==> config.mk <==
export PLATFORM = sky130hd
export DESIGN_NAME = icache_repl
export DESIGN_NICKNAME = d
export VERILOG_FILES = /design/src/logic/icache_pkg.sv /design/src/logic/icache_repl.sv
export VERILOG_INCLUDE_DIRS = /design/src /design/src/logic
export SDC_FILE = /design/constraint.sdc
export NUM_CORES = 1
export LEC_CHECK = 0
export ABC_AREA = 1
export BUFFER_PORTS_ARGS = -buffer_cell sky130_fd_sc_hd__buf_2
export CORE_UTILIZATION = 30
export CTS_BUF_LIST = sky130_fd_sc_hd__clkbuf_16
export CTS_CLUSTER_DIAMETER = 80
export DETAILED_ROUTE_END_ITERATION = 10
export SLEW_MARGIN = 10
export SYNTH_ARGS = -nofsm -noshare
export SYNTH_HDL_FRONTEND = slang
export SYNTH_SLANG_ARGS = --single-unit
==> constraint.sdc <==
create_clock -name clk_i -period 1.8 [get_ports clk_i]
set_input_delay 0.09 -clock clk_i [delete_from_list [all_inputs] [get_ports clk_i]]
set_output_delay 0.09 -clock clk_i [all_outputs]
set_load 0.01 [all_outputs]
==> src/logic/icache_params.svh <==
// geometry constants of the instruction cache, included by the package and every RTL file
`ifndef ICACHE_PARAMS_SVH
`define ICACHE_PARAMS_SVH

// physical address and fetch word
`define ICACHE_ADDR_WIDTH 32
`define ICACHE_WORD_WIDTH 32

// organisation, 4 ways of 16 sets with 16 byte lines
`define ICACHE_WAYS       4
`define ICACHE_SETS       16
`define ICACHE_LINE_BYTES 16

// replacement shift register
`define ICACHE_LFSR_WIDTH 8

// derived address fields
`define ICACHE_OFFSET_WIDTH ($clog2(`ICACHE_LINE_BYTES))
`define ICACHE_INDEX_WIDTH  ($clog2(`ICACHE_SETS))
`define ICACHE_TAG_WIDTH    (`ICACHE_ADDR_WIDTH - `ICACHE_INDEX_WIDTH - `ICACHE_OFFSET_WIDTH)
`define ICACHE_LINE_WIDTH   (`ICACHE_LINE_BYTES * 8)

`endif
==> src/logic/icache_pkg.sv <==
// types shared by the instruction cache modules, imported where a module needs them
`default_nettype none
`include "icache_params.svh"

package icache_pkg;

  // address fields
  typedef logic [`ICACHE_ADDR_WIDTH-1:0]   addr_t;
  typedef logic [`ICACHE_TAG_WIDTH-1:0]    tag_t;
  typedef logic [`ICACHE_INDEX_WIDTH-1:0]  index_t;
  typedef logic [`ICACHE_OFFSET_WIDTH-1:0] offset_t;

  // payload widths
  typedef logic [`ICACHE_WORD_WIDTH-1:0] word_t;
  typedef logic [`ICACHE_LINE_WIDTH-1:0] line_t;

  // way number and one bit per way
  typedef logic [$clog2(`ICACHE_WAYS)-1:0] way_idx_t;
  typedef logic [`ICACHE_WAYS-1:0]         way_vec_t;

  // fetch port, lower two address bits are don't care
  typedef struct packed {
    addr_t addr;
  } fetch_req_t;

  typedef struct packed {
    word_t data;
  } fetch_rsp_t;

  // refill request, line aligned unless nc is set
  typedef struct packed {
    addr_t    paddr;
    way_idx_t way;
    logic     nc;
  } mem_req_t;

  // refill return, always one full line in one beat
  typedef struct packed {
    line_t data;
  } mem_rtrn_t;

  // controller states
  typedef enum logic [1:0] {
    FLUSH,
    IDLE,
    READ,
    MISS
  } ctrl_state_e;

endpackage

`default_nettype wire

==> src/logic/icache_repl.sv <==
// replacement way choice for refills, lowest invalid way first and random once the set is full
`timescale 1ns/1ps
`default_nettype none
`include "icache_params.svh"

module icache_repl (
  input  wire logic                 clk_i,
  input  wire logic                 rst_ni,
  input  wire icache_pkg::way_vec_t valid_i,
  input  wire logic                 lookup_done_i,
  input  wire logic                 fill_i,
  output icache_pkg::way_idx_t      victim_way_o
);

  import icache_pkg::*;

  // galois feedback for x^8 + x^6 + x^5 + x^4 + 1
  localparam logic [`ICACHE_LFSR_WIDTH-1:0] LfsrTaps = 8'hB8;

  logic [`ICACHE_LFSR_WIDTH-1:0] lfsr_d, lfsr_q;
  logic                          all_valid;
  way_idx_t                      inv_way;
  way_idx_t                      victim_d, victim_q;

  assign all_valid = &valid_i;

  // scan from the top so the lowest invalid way wins
  always_comb begin
    inv_way = '0;
    for (int w = `ICACHE_WAYS - 1; w >= 0; w--) begin
      if (!valid_i[w]) begin
        inv_way = way_idx_t'(w);
      end
    end
  end

  assign victim_d = all_valid ? lfsr_q[$bits(way_idx_t)-1:0] : inv_way;

  // shift right, fold taps in when a one drops out
  assign lfsr_d = {1'b0, lfsr_q[`ICACHE_LFSR_WIDTH-1:1]} ^
                  ({`ICACHE_LFSR_WIDTH{lfsr_q[0]}} & LfsrTaps);

  always_ff @(posedge clk_i or negedge rst_ni) begin
    if (!rst_ni) begin
      lfsr_q   <= {{(`ICACHE_LFSR_WIDTH-1){1'b0}}, 1'b1};
      victim_q <= '0;
    end else begin
      // only full sets consume a random value
      if (fill_i && all_valid) begin
        lfsr_q <= lfsr_d;
      end
      if (lookup_done_i) begin
        victim_q <= victim_d;
      end
    end
  end

  assign victim_way_o = victim_q;

endmodule

`default_nettype wire

==> Word level (Yosys, flattened, before mapping) <==
Index checks and enable logic that the tools add are counted.
{ "classes": {"muxes": 5, "n_bitwise": 1, "reduce_logical": 2} }
{ "ops": {"columns": ["cell", "count"], "rows": [
  ["$mux 2", 5],
  ["$xor 7x8->8", 1],
  ["$reduce_and 4->1", 1],
  ["$logic_and 1x1->1", 1]
]} }
{ "word_totals": {"input_bits": 8, "elab_cells": 10, "register_bits": 10, "out_inout_bits": 2} }

==> Longest topological paths before layout <==
{ "depth": {"ltp_word": 5, "depth_mapped": 7, "depth_no_buf": 7} }

==> Worst setup path after synthesis <==
OpenSTA, ideal clock, no wires.
{ "synth_path": {"kind": "register to register", "startpoint": "register lfsr_q[0]", "endpoint": "register lfsr_q[3]", "path_stages_with_launch": 4, "setup_slack_ns": 0.726, "period_less_slack_ns": 1.074, "path_buffers": 1, "arrival_time_ns": 0.953, "setup_ns": 0.122, "cell_sequence": "dfstp_2 -> clkbuf_1 -> xnor2_1 -> o21ai_2"} }
{ "synth_between": {"elab_chain_cells": 1} }
{ "synth_rtl": {"columns": ["element", "line_no", "source"], "rows": [
  ["start: declaration", "icache_repl.sv:20", "logic [`ICACHE_LFSR_WIDTH-1:0] lfsr_d, lfsr_q;"],
  ["start signal: assignment", "icache_repl.sv:45", "lfsr_q <= {{(`ICACHE_LFSR_WIDTH-1){1'b0}}, 1'b1};"],
  ["start signal: assignment", "icache_repl.sv:50", "lfsr_q <= lfsr_d;"],
  ["$xor 7x8->8", "icache_repl.sv:40", "assign lfsr_d = {1'b0, lfsr_q[`ICACHE_LFSR_WIDTH-1:1]} ^"]
]} }
Every way passes these cells.
A chain may end at the register's enable or synchronous reset.

==> Worst setup path in the final report <==
{ "layout_path": {"startpoint": "register lfsr_q[0]", "endpoint": "register lfsr_q[4]"} }
The elaborated chain is that of the path after synthesis.

==> impl_results.md <==
- CTS tree: done
- Synth unique cells: 13
- Die area: 1760 um2
- Initial Util: 0.318
- Netlist Area Pre-Place: 479 um2
- CP required: 1920 ps
- Final antenna-violating net count: 0
- Most frequent cell after synthesis: nand2_1
- Fin cells: 82
- Path depth of the worst reg2reg path: 2
- Core Rows: 14
- Vias in the first global route: 344
- H-tree levels: 1
- Sw power: 0.129 mW
- Yosys reg bits: 10
- Worst slew pin tran: 243 ps
- Period minus WS final: 955 ps
- Die H: 42.0 um
- 1st-pass router iterations: 2
- Hold Vio Cnt, Final: 0
- Switch share: 0.192
- Top cell type's share of synthesized area: 0.470
- Fin util: 0.410
- Flop-to-flop setup slack: 840 ps
- Post-route design area: 618 um2
- Pre-CTS setup slack: 843 ps
- Antenna diode count: 0
- Max VDD drop: 0.696 mV
- Critical path endpoint category: register
- Fmax: 1050 MHz
- Grt ovf: 0
- Clk sinks: 10
- Clock transition at the registers of the reported paths: 40 ps
- CORE AREA: 1510 um2
- Tot Pwr: 0.674 mW
- Post-Route Setup TNS: 0 ps
- Initial antenna violation count: 0
- DRT Wirelength: 827 um
- Syn Nets: 62
- Placed cell area: 529 um2
- Routed WL per cell: 10.1 um
- Detail Placement HPWL: 598 um
- Share of synthesized flip-flops with an asynchronous set or reset: 1.00
- Flop pwr share: 0.358
- Vias/cell: 4.56
- CP arrival: 1070 ps
- Count of pins over their slew limit: 0
- Pint: 0.545 mW
- Min-delay src: lookup_done_i
- Status: finished clean
- Max-slew headroom: 0.838
- Clk_skew: 3.63 ps
- Clock Path Buffers: 2
- Main synth FF type: dfrtp_1
- Ratio of total power to cell area: 1090 nW/um2
- Largest net degree at the start of global routing: 12
- Clock Latency Late Sink: 230 ps
- CP Launch Type: register
- Gr usage total: 0.115
- # port buffers: 9
- Reg-to-reg endpoint: lfsr_q[4]$_DFFE_PN0P_
- Period Utilization, post-route: 0.531
- Top cells by count, synth: nand2_1 (22), dfrtp_1 (9), nand3_1 (5)
- Min-delay worst type: in2reg
- DR iter-0 viols: 5
- Die width: 42.0 um
- Post-cts sizing count: 0
- Worst hold slack: 75.3 ps
- Setup crit start: lfsr_q[0]$_DFFE_PN1P_
- Post-synthesis sequential area ratio: 0.525
- Synthesis-to-layout area growth: 29.0%
- Critical Path Fanout Max: 6
- Share of layout cells above drive strength 1: 0.318
- Root Buffer: clkbuf_16
- Gate Count Post-Synth: 54
- Max-Cap Viols: 0
- WHS Path Cells: 3
- Mean Syn Cell Area: 8.87 um2
- Post-synth top area cell: dfrtp_1
- Count of final setup violators: 0
- Power share of the combinational group: 0.067
- I/O pin count: 10
- NumNets Final: 75
- Worst reg2reg startpoint: lfsr_q[0]$_DFFE_PN1P_
- Drc violations: 0
- Crit path to: lfsr_q[4]$_DFFE_PN0P_
- Main area contributors after synthesis: dfrtp_1 (47%), nand2_1 (17%), dfstp_2 (5.5%), o21ai_2 (5.5%), xnor2_1 (5.5%)
- Power share of the clock group: 0.575
- LEAKAGE: 0.318 nW
- WS Path Type: reg2reg
- First-pass GRT wire length: 1450 um
- YS warnings: 0
- Vias: 374
- EDFF count, synth: 0
- Final worst setup slack: 845 ps
- Postcts setup bufs: 0
- Placed Cells: 77
- Placer Congestion: 0.710
- Total CTS buffers: 3
- RSZ-0062 raised after global routing: no
==> repair_timing <==
item / 4_1_cts / 5_1_grt
endpoints found under the hold margin: 10 / 0
hold buffers: 1 / 0
endpoints found under the setup margin: 0 / 0
==> sequential cells by signal, indices dropped and copies added, names as in the netlist <==
register and count:
lfsr_q 8, victim_way_o 2
==> worst min path at each step <==
stage	endpoint	slack [ps]
floorplan	lfsr_q[1]$_DFFE_PN0P_	-210
global placement	victim_way_o[0]$_DFFE_PN0P_	-40
global route	victim_way_o[0]$_DFFE_PN0P_	100
detailed placement	lfsr_q[4]$_DFFE_PN0P_	-30
CTS	victim_way_o[0]$_DFFE_PN0P_	70
finish	victim_way_o[0]$_DFFE_PN0P_	80
==> per-layer routing <==
layer | share of wire | vias to the layer above | GRT usage
met5 | 0 | - | 0
met4 | 0 | 0 | 0.0387
met3 | 0.071 | 0 | 0.0652
met2 | 0.44 | 13 | 0.178
met1 | 0.48 | 166 | 0.134
li1 | - | 195 | -
==> cell families after synthesis <==
logic type,count (synthesis),share of synthesized area
compound gates,4,0.0653
xor+xnor,3,0.0548
buf+inv,4,0.0470
flops,10,0.525
simple gates,33,0.308
==> power by group through the flow <==
stage                     Sequential [mW]  Clock [mW]  Combinational [mW]
after global routing                0.242       0.405              0.0515
final                               0.241       0.388              0.0450
after global placement              0.244           0              0.0427
after floorplan                     0.244           0              0.0219
after detailed placement            0.244           0              0.0436
after CTS                           0.241       0.399              0.0457
==> area by class of cell <==
type | count | area (um2)
Sequential cell | 10 | 251
Timing Repair Buffer | 10 | 55.1
Fill cell | 156 | 888
Tap cell | 16 | 20.0
Clock buffer | 3 | 75.1
Clock inverter | 1 | 3.75
Multi-Input combinational cell | 40 | 205
Inverter | 2 | 7.51
==> cells in the final DEF, fill, tap and decap left out <==
cell           Yosys  routed
buf_2              0       9
nand3_1            5       5
o21ai_2            3       3
nand2_2            4       4
o21ai_0            1       1
nor2_4             1       1
dfstp_2            1       1
clkinv_1           0       1
inv_1              2       2
xnor2_1            3       3
dfrtp_1            9       9
dlygate4sd3_1      0       1
nand2_1           22      22
nor2_1             1       1
clkbuf_16          0       3
==> critical path, cell delays in order, from the launching register on <==
cell	delay, ps
dfstp_2	590
xnor2_1	160
o21ai_2	90
Power figures use the tool's default switching activity.
