File: config.mk
export PLATFORM = sky130hd
export DESIGN_NAME = icache_tag_array
export DESIGN_NICKNAME = d
export VERILOG_FILES = /design/src/logic/icache_pkg.sv /design/src/logic/icache_tag_array.sv
export VERILOG_INCLUDE_DIRS = /design/src /design/src/logic
export SDC_FILE = /design/constraint.sdc
export NUM_CORES = 2
export LEC_CHECK = 0
export ABC_AREA = 1
export BUFFER_PORTS_ARGS = -buffer_cell sky130_fd_sc_hd__buf_4
export CAP_MARGIN = 30
export CELL_PAD_IN_SITES_DETAIL_PLACEMENT = 1
export CELL_PAD_IN_SITES_GLOBAL_PLACEMENT = 2
export CORE_UTILIZATION = 45
export CTS_CLUSTER_DIAMETER = 30
export DETAILED_ROUTE_END_ITERATION = 10
export PLACE_DENSITY = 0.74
export REMOVE_ABC_BUFFERS = 1
export SLEW_MARGIN = 30
export SYNTH_ARGS = -nofsm -noshare
export SYNTH_HDL_FRONTEND = slang
export SYNTH_SLANG_ARGS = --single-unit
File: constraint.sdc
create_clock -name clk_i -period 1.59 [get_ports clk_i]
set_input_delay 0.159 -clock clk_i [delete_from_list [all_inputs] [get_ports clk_i]]
set_output_delay 0.159 -clock clk_i [all_outputs]
set_load 0.005 [all_outputs]
File: src/logic/icache_params.svh
// geometry constants of the instruction cache, included by the package and every RTL file
`ifndef ICACHE_PARAMS_SVH
`define ICACHE_PARAMS_SVH

// physical address and fetch word
`define ICACHE_ADDR_WIDTH 32
`define ICACHE_WORD_WIDTH 32

// organisation, 4 ways of 16 sets with 16 byte lines
`define ICACHE_WAYS       4
`define ICACHE_SETS       16
`define ICACHE_LINE_BYTES 16

// replacement shift register
`define ICACHE_LFSR_WIDTH 8

// derived address fields
`define ICACHE_OFFSET_WIDTH ($clog2(`ICACHE_LINE_BYTES))
`define ICACHE_INDEX_WIDTH  ($clog2(`ICACHE_SETS))
`define ICACHE_TAG_WIDTH    (`ICACHE_ADDR_WIDTH - `ICACHE_INDEX_WIDTH - `ICACHE_OFFSET_WIDTH)
`define ICACHE_LINE_WIDTH   (`ICACHE_LINE_BYTES * 8)

`endif
File: src/logic/icache_pkg.sv
// types shared by the instruction cache modules, imported where a module needs them
`default_nettype none
`include "icache_params.svh"

package icache_pkg;

  // address fields
  typedef logic [`ICACHE_ADDR_WIDTH-1:0]   addr_t;
  typedef logic [`ICACHE_TAG_WIDTH-1:0]    tag_t;
  typedef logic [`ICACHE_INDEX_WIDTH-1:0]  index_t;
  typedef logic [`ICACHE_OFFSET_WIDTH-1:0] offset_t;

  // payload widths
  typedef logic [`ICACHE_WORD_WIDTH-1:0] word_t;
  typedef logic [`ICACHE_LINE_WIDTH-1:0] line_t;

  // way number and one bit per way
  typedef logic [$clog2(`ICACHE_WAYS)-1:0] way_idx_t;
  typedef logic [`ICACHE_WAYS-1:0]         way_vec_t;

  // fetch port, lower two address bits are don't care
  typedef struct packed {
    addr_t addr;
  } fetch_req_t;

  typedef struct packed {
    word_t data;
  } fetch_rsp_t;

  // refill request, line aligned unless nc is set
  typedef struct packed {
    addr_t    paddr;
    way_idx_t way;
    logic     nc;
  } mem_req_t;

  // refill return, always one full line in one beat
  typedef struct packed {
    line_t data;
  } mem_rtrn_t;

  // controller states
  typedef enum logic [1:0] {
    FLUSH,
    IDLE,
    READ,
    MISS
  } ctrl_state_e;

endpackage

`default_nettype wire

File: src/logic/icache_tag_array.sv
// tag and valid storage of the instruction cache with hit compare, one instance in icache_top
`timescale 1ns/1ps
`default_nettype none
`include "icache_params.svh"

module icache_tag_array (
  input  wire logic                 clk_i,
  input  wire logic                 rst_ni,
  input  wire icache_pkg::index_t   index_i,
  input  wire icache_pkg::tag_t     tag_i,
  input  wire logic                 lookup_i,
  input  wire logic                 fill_i,
  input  wire logic                 flush_set_i,
  input  wire icache_pkg::way_idx_t fill_way_i,
  output icache_pkg::way_vec_t      hit_o,
  output icache_pkg::way_idx_t      hit_way_o,
  output icache_pkg::way_vec_t      valid_o
);

  import icache_pkg::*;

  // tag storage per set and way
  tag_t     tag_mem [`ICACHE_SETS][`ICACHE_WAYS];
  way_vec_t valid_q [`ICACHE_SETS];

  // lookup read registers
  tag_t     tag_rd_q [`ICACHE_WAYS];
  way_vec_t valid_rd_q;

  //////////////////////////////
  // storage
  //////////////////////////////

  always_ff @(posedge clk_i) begin
    if (fill_i) begin
      tag_mem[index_i][fill_way_i] <= tag_i;
    end
  end

  // flush clears the whole set, fill marks one way
  always_ff @(posedge clk_i or negedge rst_ni) begin
    if (!rst_ni) begin
      for (int s = 0; s < `ICACHE_SETS; s++) begin
        valid_q[s] <= '0;
      end
    end else if (flush_set_i) begin
      valid_q[index_i] <= '0;
    end else if (fill_i) begin
      valid_q[index_i][fill_way_i] <= 1'b1;
    end
  end

  // current set state for the replacement choice
  assign valid_o = valid_q[index_i];

  //////////////////////////////
  // lookup and compare
  //////////////////////////////

  always_ff @(posedge clk_i) begin
    if (lookup_i) begin
      for (int w = 0; w < `ICACHE_WAYS; w++) begin
        tag_rd_q[w] <= tag_mem[index_i][w];
      end
    end
  end

  always_ff @(posedge clk_i or negedge rst_ni) begin
    if (!rst_ni) begin
      valid_rd_q <= '0;
    end else if (lookup_i) begin
      valid_rd_q <= valid_q[index_i];
    end
  end

  // compare against the held request tag
  always_comb begin
    for (int w = 0; w < `ICACHE_WAYS; w++) begin
      hit_o[w] = valid_rd_q[w] & (tag_rd_q[w] == tag_i);
    end
  end

  // lowest hitting way
  always_comb begin
    hit_way_o = '0;
    for (int w = `ICACHE_WAYS - 1; w >= 0; w--) begin
      if (hit_o[w]) begin
        hit_way_o = way_idx_t'(w);
      end
    end
  end

endmodule

`default_nettype wire

## Yosys cells after proc, flatten, opt, wreduce, memory -nomap -nowiden

Memory sizes are Yosys's and may differ from the RTL's.
Cells that the tools add are included.

- Output and inout port bits: 10
- Memories kept: 2
- Input port bits: 35
- ROM bits: 0
- Latch bits: 0
- Register bits: 68
- Memory bits (writable): 1632
- Logic and storage cells: 63

- Reduce and logical (&&, ||, !) cells: 4
- Multipliers: 0
- Divide/modulo/power cells: 0
- Eq/ne operators: 4
- Order comparisons: 6
- Muxes and demuxes: 21
- Add/subtract/negate cells: 0
- Bitwise logic cells: 9
- Shifts and indexed selects: 0

Memories:

| memory | words | bits a word | rd ports | clocked after Yosys merged registers in | write ports | RTL line | source |
|---|---|---|---|---|---|---|---|
| tag_mem | 16 | 96 | 1 | 0 | 1 | icache_tag_array.sv:23 | `` tag_t tag_mem [`ICACHE_SETS][`ICACHE_WAYS]; `` |
| tag_rd_q | 4 | 24 | 4 | 0 | 4 | icache_tag_array.sv:27 | `` tag_t tag_rd_q [`ICACHE_WAYS]; `` |

Operators with widths:

| cell | count |
|---|---|
| $mux 64 | 2 |
| $eq 24x24->1 | 4 |
| $mux 96 | 1 |
| $and 64x64->64 | 1 |
| $not 64->64 | 1 |
| $or 64x64->64 | 1 |
| $demux 24 s2 | 1 |
| $demux 4 s4 | 2 |
| $mux 24 | 1 |
| $bmux 4 s4 | 1 |
| $mux 4 | 4 |
| $mux 2 | 4 |
| $ge 5x5->1 const B | 1 |
| $lt 5x1->1 const B | 1 |
| $not 4->5 | 1 |
| $and 1x1->1 | 4 |
| $mux 1 | 4 |
| $ge 3x3->1 const B | 1 |
| $logic_and 1x1->1 | 3 |
| $lt 2x3->1 const B | 1 |
| $lt 3x1->1 const B | 1 |
| $not 2->3 | 1 |
| $demux 1 s2 | 1 |
| $ge 2x1->1 const B | 1 |
| $reduce_bool 2->1 | 1 |

## Longest topological paths before layout

- Word-level depth: 9
- Gate-level depth with buffers: 12
- Mapped depth without buffers: 12

## Worst setup path before layout

Ideal clock, no wire load.

- Path type: input to register
- Start: in index_i[0]
- End: mem tag_mem[0][0] (netlist bit) (enable)
- Stages on the path: 6
- Buffers on the path: 1
- Data arrival time: 1933 ps
- Setup slack: -748 ps
- Cells stage by stage: nor2_2 > buf_2 > inv_2 > nor2_1 > inv_1 > nor2_1

RTL lines:

| element | RTL line | source |
|---|---|---|
| from (decl) | icache_tag_array.sv:9 | `input wire icache_pkg::index_t index_i,` |
| to (decl) | icache_tag_array.sv:23 |  |

Straight into the memory's write port.

==> results.py <==
metrics = {
    "clock_network": {
        "cts-root-to-sink-buffers": 4,
        "cts_htree_levels": 5,
        "cts_tree": "built",
        "clk_root_buf": "sky130_fd_sc_hd__clkbuf_16",
        "clk_pin_slew_worst_paths_ns": 0.04,
        "cts_inserted_buffers": 364,
        "sink_count": 1700,
        "worst_skew_pair.late_latency_ns": 0.94,
    },
    "critical_path": {
        "worstPathCellList": "inv_1, nand2_1, nand2_1, nor2_1, buf_4, nand2_2, nor2_2, nand2_1, nor2_1, buf_4, nand2_2, a21oi_2, buf_4",
        "start_kind": "register",
        "timing.critical_path.arrival_ns": 2.62,
        "worst-endpoint-required_ns": 1.43,
        "cp_max_fo": 3,
        "critPathCaptureType": "output pin",
        "kind_of_critical_path": "register to output pin",
        "rr_worst_depth": 4,
        "cp.buffers_inverters": 4,
        "crit_path_depth": 13,
        "critical-path-top-delay-family": "simple AND/OR/NAND/NOR gates",
        "critical-path-max-stage-delay_ns": 0.39,
        "slowest_stage": "sky130_fd_sc_hd__edfxtp_1",
    },
    "global_route": {
        "grt_first_pass_wirelength_um": 321000,
        "grt_start_max_net_pins": 65,
        "grt_overflow": 0,
        "total_track_usage_pct": 30.9,
        "grt_antenna_before_repair": 18,
        "grt_pass1_vias": 45800,
    },
    "pwr": {
        "power.density_nw_per_um2": 1580,
        "power_frac_clock_pct": 57.0,
        "power_switching_share_pct": 21.9,
        "cellInternalPower_mw": 104,
        "pwr-share-comb_pct": 5.2,
        "total_power_draw_mw": 134,
        "power_frac_seq_pct": 37.9,
        "switching_power_mw": 29.3,
        "worst_ir_drop_vdd_v": 0.000983,
        "leak_nw": 30.6,
    },
    "floorplanning": {
        "chipHeight_um": 380,
        "io_pins": 45,
        "fp.coreArea_um2": 142000,
        "row_count": 138,
        "initial_standard_cell_utilization_of_the_core_pct": 45.3,
        "fp.dieArea_um2": 144000,
        "die-width_um": 380,
    },
    "cells_and_area": {
        "design.final.nets": 5003,
        "final_layout_size_suffix_gt1_share_pct": 23.5,
        "final_core_util_pct": 59.9,
        "most_frequent_standard_cell_in_the_layout_excluding_fill_and_tap_cells": "sky130_fd_sc_hd__edfxtp_1",
        "layout.cell_area.non_filler_um2": 84800,
        "mostFrequentLayoutCells": "sky130_fd_sc_hd__edfxtp_1, sky130_fd_sc_hd__nand2_1, sky130_fd_sc_hd__a22oi_1, sky130_fd_sc_hd__clkbuf_16, sky130_fd_sc_hd__buf_4",
        "syn2layout_area_growth_pct": 32.0,
    },
    "hold_path": {
        "min_delay_path_depth": 7,
        "hold_class": "input pin to register",
    },
    "sta": {
        "timing_hold_violations_final": 0,
        "worst_clock_skew_ns": 0.0574,
        "setup_repair_after_global_routing_missed_its_margin": "true",
        "tightestPinTransition_ns": 1.01,
        "setup_total_negative_slack_ns": -9.18,
        "period_needed_ns": 2.78,
        "layout_setup_ws_ns": -1.19,
        "max_clock_freq_mhz": 360,
        "finalCritPeriodShare_pct": 175,
        "timing.final.setup_violations": 10,
        "timing.max_slew.rel_slack_pct": 32.2,
        "finalMaxSlewViolations": 0,
    },
    "logic_synthesis": {
        "yosys_register_bits": 1700,
        "synth-seq-area-share_pct": 79.0,
        "synth_area_um2": 64200,
        "synthesis.yosys.warnings": 0,
        "netlist_instances": 4271,
        "synth_cell_type_count": 28,
        "syn_avg_cell_area_um2": 15.0,
    },
    "drt": {
        "route.antenna.remaining_nets": 0,
        "drt-initial-drc-count": 4637,
        "wl_per_cell_um": 31.5,
        "routed_wl_um": 225000,
        "drc": 0,
        "vias_per_cell": 5.98,
        "iteration_count_of_the_initial_detailed_routing_pass": 5,
        "dr_total_vias": 42700,
    },
    "flow_run": {
        "cap_violations": 0,
    },
    "placed_design": {
        "placedInstanceArea_um2": 71600,
        "place_hpwl_um": 120000,
        "dpl_worst_slack_ns": -0.737,
        "place_congestion": 0.834,
        "number_of_input_and_output_port_buffers_inserted": 44,
    },
    "status": {
        "failed_checks": "setup timing",
        "run_status": "complete, but fails checks",
    },
}
[power by group through the flow]
stage / Clock (mW) / Combinational, mW / Sequential, mW
2_1_floorplan: 0 / 2.88 / 51.2
3_3_place_gp: 0 / 6.19 / 51.3
3_5_place_dp: 0 / 6.36 / 51.4
4_1_cts: 76.7 / 6.81 / 50.6
5_1_grt: 78.7 / 7.32 / 50.6
6_report: 76.2 / 6.92 / 50.6
[timing repair]
action,CTS,global route
setup endpoints to repair,10,30
hold endpoints to repair,1477,0
hold buffers,49,0
pin swaps,49,22
buffers inserted,7,5
gates resized for setup,71,43
gates cloned,0,0
[synthesized netlist by cell type (all sizes together)]
cell       n  share of area, %
xor2       2             0.027
edfxtp  1632                76
nand4    100              0.97
nand2    960               5.6
or2        3             0.029
nand3     12             0.094
o211a      1             0.016
dfrtp     68               2.7
o21ai     30              0.23
a21oi     65              0.51
xnor2     29              0.40
buf      151               1.3
nand3b     1             0.012
o22ai      6             0.058
clkbuf    79              0.46
a21boi     2             0.023
nor2     219               1.3
inv      110              0.64
a22oi    798               9.3
nor3       3             0.039
[layer usage]
layer	up-vias	share of wire, %	track usage [%]
met2	2119	49	50.7
met4	4	3.6	12.1
met1	22300	40	41.1
li1	17800	-	-
met3	441	7.7	5.45
met5	-	0.012	0
[tightest hold or removal path: stages]
cell,delay (ns)
sky130_fd_sc_hd__buf_4,0.14
sky130_fd_sc_hd__nor2_4,0.05
sky130_fd_sc_hd__buf_4,0.17
sky130_fd_sc_hd__nand2_2,0.08
sky130_fd_sc_hd__nand2_2,0.06
sky130_fd_sc_hd__nor2_4,0.15
sky130_fd_sc_hd__o21ai_1,0.08
[path summary, 6_finish.rpt]
| kind | start | to | slack (ns) |
|---|---|---|---|
| setup / recovery | tag_rd_q[3][22] | hit_way_o[0] | -1.19 |
| hold / removal | index_i[2] | valid_rd_q[0] | 0.01 |
| setup reg to reg | tag_mem[8][0] | tag_rd_q[3][0] | 0.05 |
| hold reg to reg | valid_rd_q[3] | valid_rd_q[3] | 0.50 |
| max in group asynchronous | rst_ni | valid_rd_q[1] | 0.87 |
| min in group asynchronous | rst_ni | valid_q[18] | 0.28 |
[stage by stage]
step	cells	hold slack [ns]
after detailed placement	6433	0.116
after global placement	6433	0.108
after global routing	7133	0.0154
final	7134	0.0100
after CTS	7128	0.000529
after floorplan	4041	-0.137
[cell type report]
class / count / area (µm²)
Sequential cell: 1700 / 50700
Antenna cell: 1 / 2.50
Inverter: 110 / 433
Clock inverter: 231 / 2770
Fill cell: 12900 / 56800
Clock buffer: 410 / 9470
Tap cell: 1890 / 2360
Multi-Input combinational cell: 2231 / 12600
Timing Repair Buffer: 561 / 6380
[registers in the layout, indices dropped and copies added (netlist names)]
name	cells
tag_mem	1536
tag_rd_q	96
valid_q	64
valid_rd_q	4
[kinds of logic (layout without fill, tap and decap cells)]
family                 after synthesis  after routing  share of synthesized area (%)
flip-flops                        1700           1700                           79.0
AND/OR/NAND/NOR                   1298           1298                           8.07
AO/OA/AOI/OAI                      902            902                           10.2
buffers and inverters              340           1312                           2.36
XOR/XNOR                            31             31                          0.423
other                                0              1                              0
Power figures use the tool's default switching activity.
