## src/logic/icache_params.svh

```systemverilog
// geometry constants of the instruction cache, included by the package and every RTL file
`ifndef ICACHE_PARAMS_SVH
`define ICACHE_PARAMS_SVH

// physical address and fetch word
`define ICACHE_ADDR_WIDTH 32
`define ICACHE_WORD_WIDTH 32

// organisation, 4 ways of 16 sets with 16 byte lines
`define ICACHE_WAYS       4
`define ICACHE_SETS       16
`define ICACHE_LINE_BYTES 16

// replacement shift register
`define ICACHE_LFSR_WIDTH 8

// derived address fields
`define ICACHE_OFFSET_WIDTH ($clog2(`ICACHE_LINE_BYTES))
`define ICACHE_INDEX_WIDTH  ($clog2(`ICACHE_SETS))
`define ICACHE_TAG_WIDTH    (`ICACHE_ADDR_WIDTH - `ICACHE_INDEX_WIDTH - `ICACHE_OFFSET_WIDTH)
`define ICACHE_LINE_WIDTH   (`ICACHE_LINE_BYTES * 8)

`endif
```

## src/logic/icache_pkg.sv

```systemverilog
// types shared by the instruction cache modules, imported where a module needs them
`default_nettype none
`include "icache_params.svh"

package icache_pkg;

  // address fields
  typedef logic [`ICACHE_ADDR_WIDTH-1:0]   addr_t;
  typedef logic [`ICACHE_TAG_WIDTH-1:0]    tag_t;
  typedef logic [`ICACHE_INDEX_WIDTH-1:0]  index_t;
  typedef logic [`ICACHE_OFFSET_WIDTH-1:0] offset_t;

  // payload widths
  typedef logic [`ICACHE_WORD_WIDTH-1:0] word_t;
  typedef logic [`ICACHE_LINE_WIDTH-1:0] line_t;

  // way number and one bit per way
  typedef logic [$clog2(`ICACHE_WAYS)-1:0] way_idx_t;
  typedef logic [`ICACHE_WAYS-1:0]         way_vec_t;

  // fetch port, lower two address bits are don't care
  typedef struct packed {
    addr_t addr;
  } fetch_req_t;

  typedef struct packed {
    word_t data;
  } fetch_rsp_t;

  // refill request, line aligned unless nc is set
  typedef struct packed {
    addr_t    paddr;
    way_idx_t way;
    logic     nc;
  } mem_req_t;

  // refill return, always one full line in one beat
  typedef struct packed {
    line_t data;
  } mem_rtrn_t;

  // controller states
  typedef enum logic [1:0] {
    FLUSH,
    IDLE,
    READ,
    MISS
  } ctrl_state_e;

endpackage

`default_nettype wire

```

## src/logic/icache_ctrl.sv

```systemverilog
// instruction cache controller for flush, lookup and refill sequencing, used inside icache_top
`timescale 1ns/1ps
`default_nettype none
`include "icache_params.svh"

module icache_ctrl (
  input  wire logic                   clk_i,
  input  wire logic                   rst_ni,
  input  wire logic                   en_i,
  input  wire logic                   flush_i,
  input  wire icache_pkg::fetch_req_t fetch_req_i,
  input  wire logic                   fetch_valid_i,
  output logic                        fetch_ready_o,
  output logic                        fetch_rsp_valid_o,
  input  wire logic                   hit_i,
  input  wire icache_pkg::way_idx_t   victim_way_i,
  output logic                        mem_req_o,
  output icache_pkg::mem_req_t        mem_req_data_o,
  input  wire logic                   mem_rtrn_valid_i,
  output logic                        miss_o,
  output icache_pkg::index_t          index_o,
  output icache_pkg::tag_t            tag_o,
  output icache_pkg::offset_t         offset_o,
  output logic                        lookup_o,
  output logic                        fill_o,
  output logic                        flush_set_o,
  output logic                        use_array_o
);

  import icache_pkg::*;

  ctrl_state_e state_d, state_q;
  // enable only rises through a flush
  logic        cache_en_d, cache_en_q;
  logic        cache_en;
  // flush request waiting for idle
  logic        flush_d, flush_q;
  index_t      flush_cnt_d, flush_cnt_q;
  logic        flush_done;
  // outstanding refill bypasses the arrays
  logic        nc_d, nc_q;
  addr_t       addr_q;
  logic        hit;

  //////////////////////////////
  // request fields
  //////////////////////////////

  // a cleared en_i counts in the same cycle
  assign cache_en   = cache_en_q & en_i;
  assign hit        = hit_i & cache_en;
  assign flush_done = (flush_cnt_q == index_t'(`ICACHE_SETS - 1));

  assign tag_o    = addr_q[`ICACHE_ADDR_WIDTH-1 -: `ICACHE_TAG_WIDTH];
  assign offset_o = addr_q[`ICACHE_OFFSET_WIDTH-1:0];

  // flush walks the sets, refill writes the held set, otherwise the incoming one
  assign index_o = (state_q == FLUSH) ? flush_cnt_q :
                   (state_q == MISS)  ? addr_q[`ICACHE_OFFSET_WIDTH +: `ICACHE_INDEX_WIDTH] :
                                        fetch_req_i.addr[`ICACHE_OFFSET_WIDTH +: `ICACHE_INDEX_WIDTH];

  assign lookup_o    = fetch_valid_i & fetch_ready_o;
  // array word in the compare cycle, refill word in the miss cycle
  assign use_array_o = (state_q == READ);

  // word aligned for bypass, line aligned for a cacheable miss
  assign mem_req_data_o.paddr = cache_en ?
      {addr_q[`ICACHE_ADDR_WIDTH-1:`ICACHE_OFFSET_WIDTH], {`ICACHE_OFFSET_WIDTH{1'b0}}} :
      {addr_q[`ICACHE_ADDR_WIDTH-1:2], 2'b00};
  assign mem_req_data_o.way = victim_way_i;
  assign mem_req_data_o.nc  = ~cache_en;

  assign flush_cnt_d = (state_q != FLUSH) ? flush_cnt_q :
                       flush_done         ? '0          :
                                            flush_cnt_q + 1'b1;

  //////////////////////////////
  // state machine
  //////////////////////////////

  always_comb begin
    state_d           = state_q;
    cache_en_d        = cache_en;
    flush_d           = flush_q | flush_i;
    nc_d              = nc_q;
    fetch_ready_o     = 1'b0;
    fetch_rsp_valid_o = 1'b0;
    mem_req_o         = 1'b0;
    miss_o            = 1'b0;
    fill_o            = 1'b0;
    flush_set_o       = 1'b0;

    unique case (state_q)
      // clear one set per cycle
      FLUSH: begin
        flush_set_o = 1'b1;
        if (flush_done) begin
          state_d    = IDLE;
          flush_d    = 1'b0;
          cache_en_d = en_i;
        end
      end
      IDLE: begin
        // pending flush or fresh enable goes first
        if (flush_d || (en_i && !cache_en_q)) begin
          state_d = FLUSH;
        end else begin
          fetch_ready_o = 1'b1;
          if (fetch_valid_i) begin
            state_d = READ;
          end
        end
      end
      // tag compare of the request accepted last cycle
      READ: begin
        if (hit) begin
          fetch_rsp_valid_o = 1'b1;
          fetch_ready_o     = ~flush_d;
          state_d           = (fetch_valid_i && !flush_d) ? READ : IDLE;
        end else begin
          // disabled cache reuses the miss path without counting
          mem_req_o = 1'b1;
          miss_o    = cache_en;
          nc_d      = ~cache_en;
          state_d   = MISS;
        end
      end
      // refill is answered in the cycle it arrives
      MISS: begin
        if (mem_rtrn_valid_i) begin
          fetch_rsp_valid_o = 1'b1;
          fill_o            = ~nc_q;
          state_d           = IDLE;
        end
      end
      default: begin
        state_d = FLUSH;
      end
    endcase
  end

  always_ff @(posedge clk_i or negedge rst_ni) begin
    if (!rst_ni) begin
      state_q     <= FLUSH;
      cache_en_q  <= 1'b0;
      flush_q     <= 1'b0;
      flush_cnt_q <= '0;
      nc_q        <= 1'b0;
    end else begin
      state_q     <= state_d;
      cache_en_q  <= cache_en_d;
      flush_q     <= flush_d;
      flush_cnt_q <= flush_cnt_d;
      nc_q        <= nc_d;
    end
  end

  // held request address
  always_ff @(posedge clk_i) begin
    if (lookup_o) begin
      addr_q <= fetch_req_i.addr;
    end
  end

endmodule

`default_nettype wire

```

## config.mk

```make
export PLATFORM = sky130hd
export DESIGN_NAME = icache_ctrl
export DESIGN_NICKNAME = d
export VERILOG_FILES = /design/src/logic/icache_pkg.sv /design/src/logic/icache_ctrl.sv
export VERILOG_INCLUDE_DIRS = /design/src /design/src/logic
export SDC_FILE = /design/constraint.sdc
export NUM_CORES = 1
export LEC_CHECK = 0
export BUFFER_PORTS_ARGS = -buffer_cell sky130_fd_sc_hd__buf_2
export CAP_MARGIN = 5
export CELL_PAD_IN_SITES_DETAIL_PLACEMENT = 0
export CELL_PAD_IN_SITES_GLOBAL_PLACEMENT = 1
export CORE_MARGIN = 2
export CORE_UTILIZATION = 28
export DETAILED_ROUTE_END_ITERATION = 8
export MAX_ROUTING_LAYER = met4
export PLACE_DENSITY = 0.77
export SLEW_MARGIN = 20
export SYNTH_ARGS = -nofsm -noshare
export SYNTH_HDL_FRONTEND = slang
export SYNTH_SLANG_ARGS = --single-unit
```

## constraint.sdc

```tcl
create_clock -name clk_i -period 2.3 [get_ports clk_i]
set_input_delay 0.575 -clock clk_i [delete_from_list [all_inputs] [get_ports clk_i]]
set_output_delay 0.575 -clock clk_i [all_outputs]
set_load 0.01 [all_outputs]
```

Word level (Yosys, flattened, before mapping)
Cells that the tools add are included.
- flip-flop bits (word level): 41
- input bits: 41
- output and inout port bits: 75
- add/subtract/negate cells: 1
- equality and inequality tests: 7
- multiplexer cells: 28
- bitwise logic cells: 8
- reduce and logical (&&, ||, !) cells: 9
- operators with widths (operator ; number):
    $mux 4 ; 4
    $mux 1 ; 15
    $mux 2 ; 6
    $pmux 2 s4 ; 1
    $add 4x1->4 const B ; 1
    $eq 2x2->1 const B ; 2
    $eq 4x4->1 const B ; 1
    $ne 2x2->1 const B ; 2
    $not 1->1 ; 4
    $pmux 1 s2 ; 2
    $and 1x1->1 ; 3
    $ne 3x3->1 const B ; 1
    $reduce_and 3->1 ; 1
    $eq 2x1->1 const B ; 1
    $logic_and 1x1->1 ; 2
    $logic_not 1->1 ; 2
    $logic_not 2->1 ; 1
    $reduce_and 2->1 ; 1
    $reduce_bool 2->1 ; 1
    $logic_or 1x1->1 ; 1
    $or 1x1->1 ; 1

Longest topological paths before layout
Gate-level depths: netlist (run 1).
- depth after elaboration: 6
- depth in mapped cells: 6

Worst setup path before layout (run 1)
OpenSTA, ideal clock, no wires.
- path type: register -> output
- start point: reg state_q[0]
- end point: out lookup_o
- arrival: 2111 ps
- required time: 1725 ps
- path slack: -386 ps
- stages on the path, launching flop included: 6
- buffers on the path: 0
- cell sequence: dfrtp_1 > inv_1 > ha_1 > nand4_1 > a21oi_1 > and2_1
- longest elaborated chain between the ends: 3
- elaborated cells on any way between the ends: 4
- classes of those cells: 2 x eq/ne; 1 x mux; 1 x bitwise
- RTL lines (item ; line ; RTL):
    from (decl) ; icache_ctrl.sv:32 ; ctrl_state_e state_d, state_q;
    from (signal assigned) ; icache_ctrl.sv:150 ; state_q <= state_d;
    $eq 2x2->1 ; - ;
    via use_array_o ; icache_ctrl.sv:27 ; output logic use_array_o
    $pmux 1 s2 ; icache_ctrl.sv:93 ; unique case (state_q)
    via fetch_ready_o ; icache_ctrl.sv:13 ; output logic fetch_ready_o,
    $and 1x1->1 ; icache_ctrl.sv:62 ; assign lookup_o = fetch_valid_i & fetch_ready_o;
    to (decl) ; icache_ctrl.sv:24 ; output logic lookup_o,
The timed path passes the listed nets, and every way through them passes these cells.

Final worst setup path (run 1)
- start point: reg state_q[0]
- end point: out lookup_o
- longest elaborated chain between the ends: 3
- elaborated cells on any way between the ends: 4
- classes of those cells: 2 x eq/ne; 1 x mux; 1 x bitwise
- RTL lines (item ; line):
    $eq 2x2->1 or $eq 2x1->1 (tied branches) ; icache_ctrl.sv:93
    $pmux 1 s2 * ; icache_ctrl.sv:93
    $and 1x1->1 * ; icache_ctrl.sv:62
Every way passes the cells marked *; elsewhere a longest branch is shown, timed or not.

==> results of run 1 <==
-- cell type report --
cell class                      instances  area share (%)
Multi-Input combinational cell         62            17.7
Clock buffer                            5            2.86
Tap cell                               77            4.00
Sequential cell                        41            49.2
Clock inverter                          3            1.71
Inverter                                4           0.623
Timing Repair Buffer                  113            23.9
-- worst max-delay path, delay by kind of cell (launching register included) --
family,cells,cell delay (ns)
buffers and inverters,2,0.24
AOI/OAI and AO/OA,1,0.18
adders and majority gates,1,0.25
DFF,1,0.40
and+or+nand+nor,2,0.32
-- power by group --
part | switching, mW | total (mW) | internal, mW
clock | 0.241 | 0.561 | 0.319
sequential | 0.0598 | 0.921 | 0.861
combinational | 0.233 | 0.434 | 0.201
-- synthesized netlist by cell type (all sizes together), types with 4 or more instances --
cell type	instances	area share, %
dfrtp	9	12
buf	30	12
nor2	5	1.2
and2	4	1.4
ha	5	3.4
nand2	11	2.2
nand3	4	1.4
inv	4	0.82
a21oi	4	1.3
edfxtp	32	52
o21ai	8	2.4
mux2i	4	2.2
-- per-layer routing --
| metal | up-vias | track usage [%] | routed length, microns | share of wire, % |
|---|---|---|---|---|
| met4 | 0 | 3.03 | 39 | 1.0 |
| met2 | 76 | 17.7 | 1950 | 51 |
| met1 | 611 | 12.1 | 1510 | 39 |
| met5 | - | - | 0 | 0 |
| met3 | 6 | 3.89 | 353 | 9.2 |
| li1 | 624 | - | - | - |
-- cells by family after synthesis --
logic type / after synthesis / share of synthesized area (%)
compound gates: 17 / 5.71
xor+xnor: 1 / 0.476
fa+ha+maj: 5 / 3.40
buf+inv: 34 / 13.1
flops: 41 / 64.5
mux: 6 / 3.61
other cells: 1 / 0.204
simple gates: 31 / 8.98
-- stage by stage --
stage / setup TNS, ns / utilization, % / setup slack (ns) / cell area [sq um] / total power, mW
floorplan: 0 / - / 0.109 / 1850 / 1.22
global placement: 0 / 36.0 / 0.319 / 2280 / 1.36
detailed placement: 0 / 36.0 / 0.225 / 2280 / 1.38
CTS: 0 / 37.9 / 0.0375 / 2410 / 1.95
global route: -0.0830 / 38.0 / -0.0383 / 2410 / 2.04
finish: 0 / 38.0 / 0.0427 / 2410 / 1.92
-- worst min-delay path by stage --
stage,startpoint,to,slack [ns],cells after the start
floorplan,rst_ni,cache_en_q,0.28,0
global placement,rst_ni,cache_en_q,0.45,1
detailed placement,rst_ni,cache_en_q,0.45,1
CTS,rst_ni,flush_cnt_q[3],0.13,1
global route,rst_ni,flush_cnt_q[2],0.12,1
finish,rst_ni,flush_cnt_q[3],0.14,1
-- sequential cells by signal, summed over array words and instances, names as in the netlist --
signal       count
state_q          2
cache_en_q       1
addr_q          32
flush_cnt_q      4
nc_q             1
flush_q          1
-- timing repair --
item                       CTS  global route
buffers inserted             1             0
pin swaps                    1             0
gates resized for setup      2             1
hold buffers                 0             0
setup endpoints to repair    1             3
==> results.md, run 1 <==
- Status: finished, final reports clean
- Share of cells above drive strength 1: 57.5%
- Most frequent cells in the layout: buf_2 (109), edfxtp_1 (32), nand2_1 (11)
- RSZ-0062 raised after global routing: true
- Register area share after synthesis: 64.5%
- Gr ovfl total: 0
- Sequential standard cell area: 1190 sq um
- WS Path Type: flip-flop to primary output
- Worst R2R End: addr_q[23]
- Vias in the first global route: 1230
- CP max stage delay: 0.40 ns
- Crit end category: primary output
- R2R setup slack: 0.46 ns
- Critical Path, Cell by Cell: inv_1 > ha_2 > nand4_1 > a21oi_2 > and2_4 > buf_2
- Leakage: 1.07 nW
- Worst setup endpoint: lookup_o
- Area growth, synth to finish: 31.0%
- Power Density: 795 nW/um^2
- Drc violations: 0
- HPWL Detailed: 3090 microns
- Ports: 116
- Die footprint: 7230 sq um
- Min-delay worst type: primary input to asynchronous set/reset pin
- Syn Inst Count: 136
- CP startpoint kind: flip-flop
- Critical path arrival: 1.68 ns
- Die width: 85.1 microns
- Via count: 1317
- Total GRT Usage: 10.6%
- Synth Warn #: 0
- Placer Congestion: 0.745
- Remaining antenna violation count: 0
- DR vias/cell: 4.32
- Post-Syn Area: 1840 sq um
- Commonest non-fill, non-tap cell in the layout: buf_2
- Multi-input combinational cell area: 427 sq um
- Total CTS buffers: 5
- CTS H-tree lvls: 2
- Die height: 85.1 microns
- Final hold vios: 0
- Fillers: 650
- Port Buf Inserts: 109
- R2r startpoint: state_q[0]
- Synthesized flop and latch total: 41
- CTS tree: done
- WP data required: 1.73 ns
- TritonRoute pass-1 iters: 4
- FMAX: 443 MHz
- Number of synthesized flops with an enable pin: 32
- Asr flop ratio synth: 22.0%
- Core Footprint: 6350 sq um
- Final period util: 98.1%
- Worst setup path start: state_q[0]
- Cell Rows: 29
- Starting Density: 29.0%
- Final min period: 2.26 ns
- Routed WL: 3850 microns
- Tightest hold margin: 0.136 ns
- VDD IR max: 0.000441 V
- Dpl cells: 296
- Max Root-Sink Buffers: 2
- Avg WL per Cell: 12.6 microns
- DR iter-0 viols: 40
- Clock Pin Slew Worst Setup and Hold Paths: 0.08 ns
- Root Buffer Master: clkbuf_8
- Reg2Reg Depth: 6
- Initial antenna violation count: 0
- Syn_area_per_cell: 13.5 sq um
- Clk sinks: 41
- Number of diodes: 0
- Yosys cell types: 32
- Layout Nets: 273
- Top FF cell, synth: edfxtp_1
- Setup Viol. Count Final: 0
- CP Max Fanout: 7
- First-pass GRT wire length: 5860 microns
- Fin. max-slew vios: 0
- Clock Skews: 0.00469 ns
- Critical path's slowest cell: dfrtp_1
- Worst-Skew Late Latency: 0.29 ns
- Non-Filler Instances: 305
- Largest net degree at the start of global routing: 20
- Max Cap Viol: 0
Power figures use the tool's default switching activity.
==> inputs of run 2 (changes only) <==
--- a/config.mk
+++ b/config.mk
@@ -6,6 +6,7 @@
 export SDC_FILE = /design/constraint.sdc
 export NUM_CORES = 1
 export LEC_CHECK = 0
+export ABC_AREA = 1
 export BUFFER_PORTS_ARGS = -buffer_cell sky130_fd_sc_hd__buf_2
 export CAP_MARGIN = 5
 export CELL_PAD_IN_SITES_DETAIL_PLACEMENT = 0
@@ -14,7 +15,7 @@
 export CORE_UTILIZATION = 28
 export DETAILED_ROUTE_END_ITERATION = 8
 export MAX_ROUTING_LAYER = met4
-export PLACE_DENSITY = 0.77
+export PLACE_DENSITY = 0.78
 export SLEW_MARGIN = 20
 export SYNTH_ARGS = -nofsm -noshare
 export SYNTH_HDL_FRONTEND = slang
==> run 2 against run 1 <==
Final area is 0.47% lower. Cell count grew 6.6%. Non-clock buffer count shrank 1. Die area rose by 0.13%. Worst hold slack worse by 0.0073 ns. Clock power fell by 17%. Global-route usage up 0.80 points. Critical endpoint unchanged.
==> results.md, run 2 <==
- Status: finished, final reports clean
- Placer Congestion: 0.841 (+13%)
- First-pass GRT wire length: 6200 microns (+5.8%)
- Most frequent cells in the layout: buf_2 (109), edfxtp_1 (32), nand2_1 (23)
- Remaining antenna violation count: 0 (unchanged)
- Fin util: 37.8% (-0.18 points)
- Power Density: 772 nW/um^2 (-2.9%)
- Total GRT Usage: 11.4% (+0.80 points)
- Max Cap Viol: 0 (unchanged)
- Critical path arrival: 1.66 ns (-0.02 ns)
- Final hold vios: 0 (unchanged)
- Total power: 1.85 mW (-3.3%)
- Worst-Skew Late Latency: 0.29 ns (about the same)
- Largest area contributor in the netlist: edfxtp_1
- Leakage: 1.13 nW (+5.7%)
- Fin. max-slew vios: 0 (unchanged)
- Vias in the first global route: 1289 (+4.8%)
- Dpl cells: 316 (+6.8%)
- Root Buffer Master: clkbuf_8
- Area growth, synth to finish: 30.2%
- WP data required: 1.73 ns (about the same)
- CP Max Fanout: 4 (-3)
- Clock Pin Slew Worst Setup and Hold Paths: 0.08 ns (about the same)
- Clock Skews: 0.00696 ns (+0.00227 ns)
- Non-Filler Instances: 325 (+6.6%)
- Largest net degree at the start of global routing: 22 (+10%)
- Synth Warn #: 0 (unchanged)
- CP startpoint kind: flip-flop
- Avg WL per Cell: 12.8 microns (+1.4%)
- Worst setup path start: state_q[1]
- Min-delay worst type: primary input to asynchronous set/reset pin
- Yosys cell types: 23 (-28%)
- Post-synth top cells: edfxtp_1 (32), buf_4 (28), nand2_1 (23)
- Routed WL: 4160 microns (+8.1%)
- Tightest hold margin: 0.128 ns (-0.00732 ns)
- CTS tree: done
- Total CTS buffers: 5 (unchanged)
- Setup Viol. Count Final: 0 (unchanged)
- Commonest non-fill, non-tap cell in the layout: buf_2
- Number of diodes: 0 (unchanged)
- RSZ-0062 raised after global routing: true
- Post-Syn Area: 1840 sq um (+0.14%)
- HPWL Detailed: 3340 microns (+8.0%)
- FMAX: 448 MHz (+1.0%)
- Drc violations: 0 (unchanged)
- Via count: 1388 (+5.4%)
- Cell Rows: 29 (unchanged)
- Crit end category: primary output
- Biggest regs: addr_q: 32 flops, flush_cnt_q: 4 flops, state_q: 2 flops
- Top FF cell, synth: edfxtp_1
- Max reg flops: 32 (unchanged)
- Register area share after synthesis: 64.4% (-0.088 points)
- Top cell type's share of synthesized area: 52.2% (-0.071 points)
- Die height: 85.1 microns (about the same)
- DR vias/cell: 4.27 (-1.1%)
- Share of cells above drive strength 1: 53.6% (-3.8 points)
- WS Path Type: flip-flop to primary output
- Core Footprint: 6350 sq um (unchanged)
- Asr flop ratio synth: 22.0% (unchanged)
- TritonRoute pass-1 iters: 2 (-2)
- Starting Density: 29.0% (+0.039 points)
- Clk sinks: 41 (unchanged)
- CTS H-tree lvls: 2 (unchanged)
- Layout Nets: 293 (+7.3%)
- Port Buf Inserts: 109 (unchanged)
- Max Root-Sink Buffers: 2 (unchanged)
- Fillers: 631 (-2.9%)
- Die footprint: 7240 sq um (+0.13%)
- Most flops, register: addr_q
- Syn_area_per_cell: 11.8 sq um (-13%)
- Syn Inst Count: 156 (+15%)
- Initial antenna violation count: 0 (unchanged)
- R2r startpoint: state_q[1]
- Synthesized flop and latch total: 41 (unchanged)
- VDD IR max: 0.000325 V (-26%)
- Final period util: 97.1% (-1.0 points)
- Gr ovfl total: 0 (unchanged)
- DR iter-0 viols: 36 (-10%)
- Top-count cell post-synth: edfxtp_1
- Number of synthesized flops with an enable pin: 32 (unchanged)
- Final min period: 2.23 ns (-0.0234 ns)
- Ports: 116 (unchanged)
- Die width: 85.1 microns (about the same)
- Area contributors post-synth: edfxtp_1 (52%), dfrtp_1 (12%), buf_4 (11%)
## run 2: power by group
part	switching (mW)	leakage (nW)	total [mW]	internal, mW
Clock	0.256	0.0439	0.466	0.210
Combinational	0.270	0.691	0.468	0.198
Sequential	0.0580	0.395	0.919	0.861
## run 2: repair_timing
item / in CTS / in global routing
setup endpoints to repair: 2 / 2
pin swaps: 0 / 0
resized for setup: 3 / 2
hold buffers: 0 / 0
setup buffers: 0 / 1
## run 2: path summary, 6_finish.rpt
check,endpoint,slack [ns],depth (start not counted)
worst max-delay path,lookup_o,0.07,6
worst min-delay path,flush_q,0.13,1
worst max register to register,addr_q[29],0.47,6
worst min register to register,nc_q,0.50,2
max in group asynchronous,state_q[1],1.98,1
min in group clk_i,addr_q[2],0.45,1
## run 2: cell families (layout without fill, tap and decap cells)
family / count (synthesis) / count (layout) / share of synthesized area [%]
fa+ha+maj: 5 / 5 / 3.40
other cells: 1 / 2 / 0.204
buf+inv: 45 / 136 / 14.9
compound gates: 16 / 16 / 4.89
xor+xnor: 1 / 1 / 0.476
simple gates: 47 / 47 / 11.7
flops: 41 / 41 / 64.4
## run 2: worst max-delay path: stages (launching register included)
cell     delay (ns)
dfrtp_1        0.43
inv_1          0.10
ha_2           0.33
nand2_1        0.07
a21oi_2        0.12
and2_4         0.17
buf_2          0.14
## run 2: area by class of cell
class	count	area [sq um]	share of cell area, %
Sequential cell	41	1190	49.5
Timing Repair Buffer	112	568	23.7
Multi-Input combinational cell	71	402	16.7
Tap cell	77	96.3	4.02
Clock buffer	5	68.8	2.87
Inverter	16	60.1	2.50
Clock inverter	3	17.5	0.730
## run 2: stage by stage
stage / setup WS (ns) / setup TNS, ns / area (sq um)
2_1_floorplan: 0.161 / 0 / 1850
3_3_place_gp: 0.340 / 0 / 2290
3_5_place_dp: 0.288 / 0 / 2290
4_1_cts: 0.0120 / 0 / 2380
5_1_grt: -0.0284 / -0.0627 / 2400
6_report: 0.0661 / 0 / 2400
## run 2: metal layers
layer | wire [microns] | up-vias | global-route usage, %
met5 | 0 | - | -
met4 | 40 | 0 | 3.03
met3 | 331 | 5 | 3.21
met2 | 2170 | 68 | 20.0
met1 | 1620 | 646 | 12.8
li1 | - | 669 | -
==> inputs of run 3 (changes only) <==
--- a/config.mk
+++ b/config.mk
@@ -11,6 +11,7 @@
 export CAP_MARGIN = 5
 export CELL_PAD_IN_SITES_DETAIL_PLACEMENT = 0
 export CELL_PAD_IN_SITES_GLOBAL_PLACEMENT = 1
+export CORE_ASPECT_RATIO = 1.5
 export CORE_MARGIN = 2
 export CORE_UTILIZATION = 28
 export DETAILED_ROUTE_END_ITERATION = 8
==> run 3 against run 2 <==
Flip-flop and latch count is the same. Register-to-register slack lost 0.07 ns. Routed wire length shrank 2.4%. Sequential power is essentially flat. Clock power grew 18%. Via count grew 0.36%. Global-route usage shrank 0.19 points. Critical endpoint unchanged. Count of clock-buffer cells in the layout is the same.
==> results.md, run 3 (synthesized netlist as in run 2, its figures left out) <==
- Fin util: 37.5% (-0.24 points)
- Final period util: 95.0% (-2.1 points)
- Leakage: 1.14 nW (+0.62%)
- Placed Area: 2290 sq um (about the same)
- Max Cap Viol: 0 (unchanged)
- Root Buffer Master: clkbuf_8
- Die footprint: 7260 sq um (+0.18%)
- Biggest regs: addr_q: 32 flops, flush_cnt_q: 4 flops, state_q: 2 flops
- Commonest non-fill, non-tap cell in the layout: buf_2
- DR iter-0 viols: 67 (+86%)
- Setup Viol. Count Final: 0 (unchanged)
- Pre-CTS WS: 0.260 ns (-0.0274 ns)
- Avg WL per Cell: 12.6 microns (-1.8%)
- Multi-input combinational cell area: 404 sq um (+0.62%)
- Clock Skews: 0.00514 ns (-0.00182 ns)
- Drc violations: 0 (unchanged)
- FMAX: 458 MHz (+2.2%)
- CP Max Fanout: 4 (unchanged)
- Port Buf Inserts: 109 (unchanged)
- Final hold vios: 0 (unchanged)
- Core Footprint: 6440 sq um (+1.4%)
- Most flops, register: addr_q
- Clk sinks: 41 (unchanged)
- Tightest hold margin: 0.125 ns (-0.00365 ns)
- Via count: 1393 (+0.36%)
- WP data required: 1.73 ns (about the same)
- Most frequent cells in the layout: buf_2 (109), edfxtp_1 (32), nand2_1 (23)
- Total power: 1.96 mW (+5.9%)
- WS Path Type: flip-flop to primary output
- CP startpoint kind: flip-flop
- Fin. max-slew vios: 0 (unchanged)
- First-pass GRT wire length: 5950 microns (-3.9%)
- Crit end category: primary output
- Die height: 103 microns (+21%)
- Final setup TNS: 0 ns (unchanged)
- TritonRoute pass-1 iters: 5 (+3)
- Clock Pin Slew Worst Setup and Hold Paths: 0.08 ns (about the same)
- Cell area after layout: 2420 sq um (+0.78%)
- Non-Filler Instances: 323 (-0.62%)
- Dpl cells: 315 (-0.32%)
- Max reg flops: 32 (unchanged)
- RSZ-0062 raised after global routing: false
- Placer Congestion: 0.742 (-12%)
- Die width: 70.2 microns (-17%)
- Min-delay worst type: primary input to asynchronous set/reset pin
- Layout Nets: 293 (unchanged)
- Max Root-Sink Buffers: 2 (unchanged)
- Ports: 116 (unchanged)
- Initial antenna violation count: 0 (unchanged)
- Area growth, synth to finish: 31.3%
- DR vias/cell: 4.31 (+0.98%)
- Share of cells above drive strength 1: 53.8% (+0.22 points)
- VDD IR max: 0.000264 V (-19%)
- Vias in the first global route: 1254 (-2.7%)
- Starting Density: 28.6% (-0.41 points)
- Worst-Skew Late Latency: 0.29 ns (about the same)
- CTS H-tree lvls: 2 (unchanged)
- Sequential standard cell area: 1190 sq um (unchanged)
- Largest net degree at the start of global routing: 33 (+50%)
- Status: finished, final reports clean
- CTS tree: done
- Cts hold-fix bufs: 0 (unchanged)
- Total CTS buffers: 5 (unchanged)
- Routed WL: 4060 microns (-2.4%)
- PnR worst setup slack: 0.115 ns (+0.0491 ns)
- Remaining antenna violation count: 0 (unchanged)
- Number of diodes: 0 (unchanged)
- Fillers: 673 (+6.7%)
- Total GRT Usage: 11.3% (-0.19 points)
- Power Density: 812 nW/um^2 (+5.1%)
- HPWL Detailed: 3360 microns (+0.67%)
- Gr ovfl total: 0 (unchanged)
- Critical path arrival: 1.61 ns (-0.05 ns)
- Cell Rows: 36 (+24%)
- Final min period: 2.18 ns (-0.0491 ns)
[run 3: changes by cell type in the layout (fill, tap and decap cells not counted)]
| cell | delta |
|---|---|
| clkinv_2 | -1 |
| bufinv_16 | +1 |
| ha_1 | -1 |
| ha_2 | +1 |
| clkinvlp_4 | -1 |
[run 3: path summary, 6_finish.rpt]
kind                                      start             end  cells past startpoint  slack [ns]
worst min-delay path                     rst_ni  flush_cnt_q[1]                      1        0.12
worst max-delay path                 state_q[1]        lookup_o                      6        0.12
worst max register to register       state_q[1]       addr_q[8]                      6        0.40
min in group clk_i              fetch_req_i[18]      addr_q[18]                      1        0.46
max in group asynchronous                rst_ni            nc_q                      1        1.98
worst min register to register             nc_q            nc_q                      2        0.51
[run 3: cell type report]
type	instances	area share, %
Clock inverter	2	1.45
Tap cell	76	3.93
Multi-Input combinational cell	71	16.7
Clock buffer	5	2.85
Timing Repair Buffer	112	23.5
Sequential cell	41	49.1
Inverter	16	2.48
[run 3: what timing repair did]
item / 4_1_cts / 5_1_grt
gates cloned: 0 / 0
gates resized for setup: 1 / 5
buffers inserted: 0 / 1
endpoints found under the setup margin: 1 / 4
[run 3: worst max-delay path: stages, from the launching register on]
cell	delay [ns]
dfrtp_1	0.43
inv_1	0.09
ha_2	0.33
nand2_1	0.06
a21oi_2	0.13
and2_4	0.15
buf_2	0.13
[run 3: metal layers]
layer | part of all wire [%] | GRT usage [%]
met5 | 0 | -
met4 | 1.9 | 5.33
met3 | 6.8 | 3.20
met1 | 35 | 10.7
met2 | 56 | 20.9
[run 3: power breakdown]
| group | switching (mW) | leakage [nW] | internal (mW) |
|---|---|---|---|
| registers | 0.0598 | 0.395 | 0.861 |
| logic | 0.281 | 0.688 | 0.210 |
| clock network | 0.234 | 0.0540 | 0.315 |
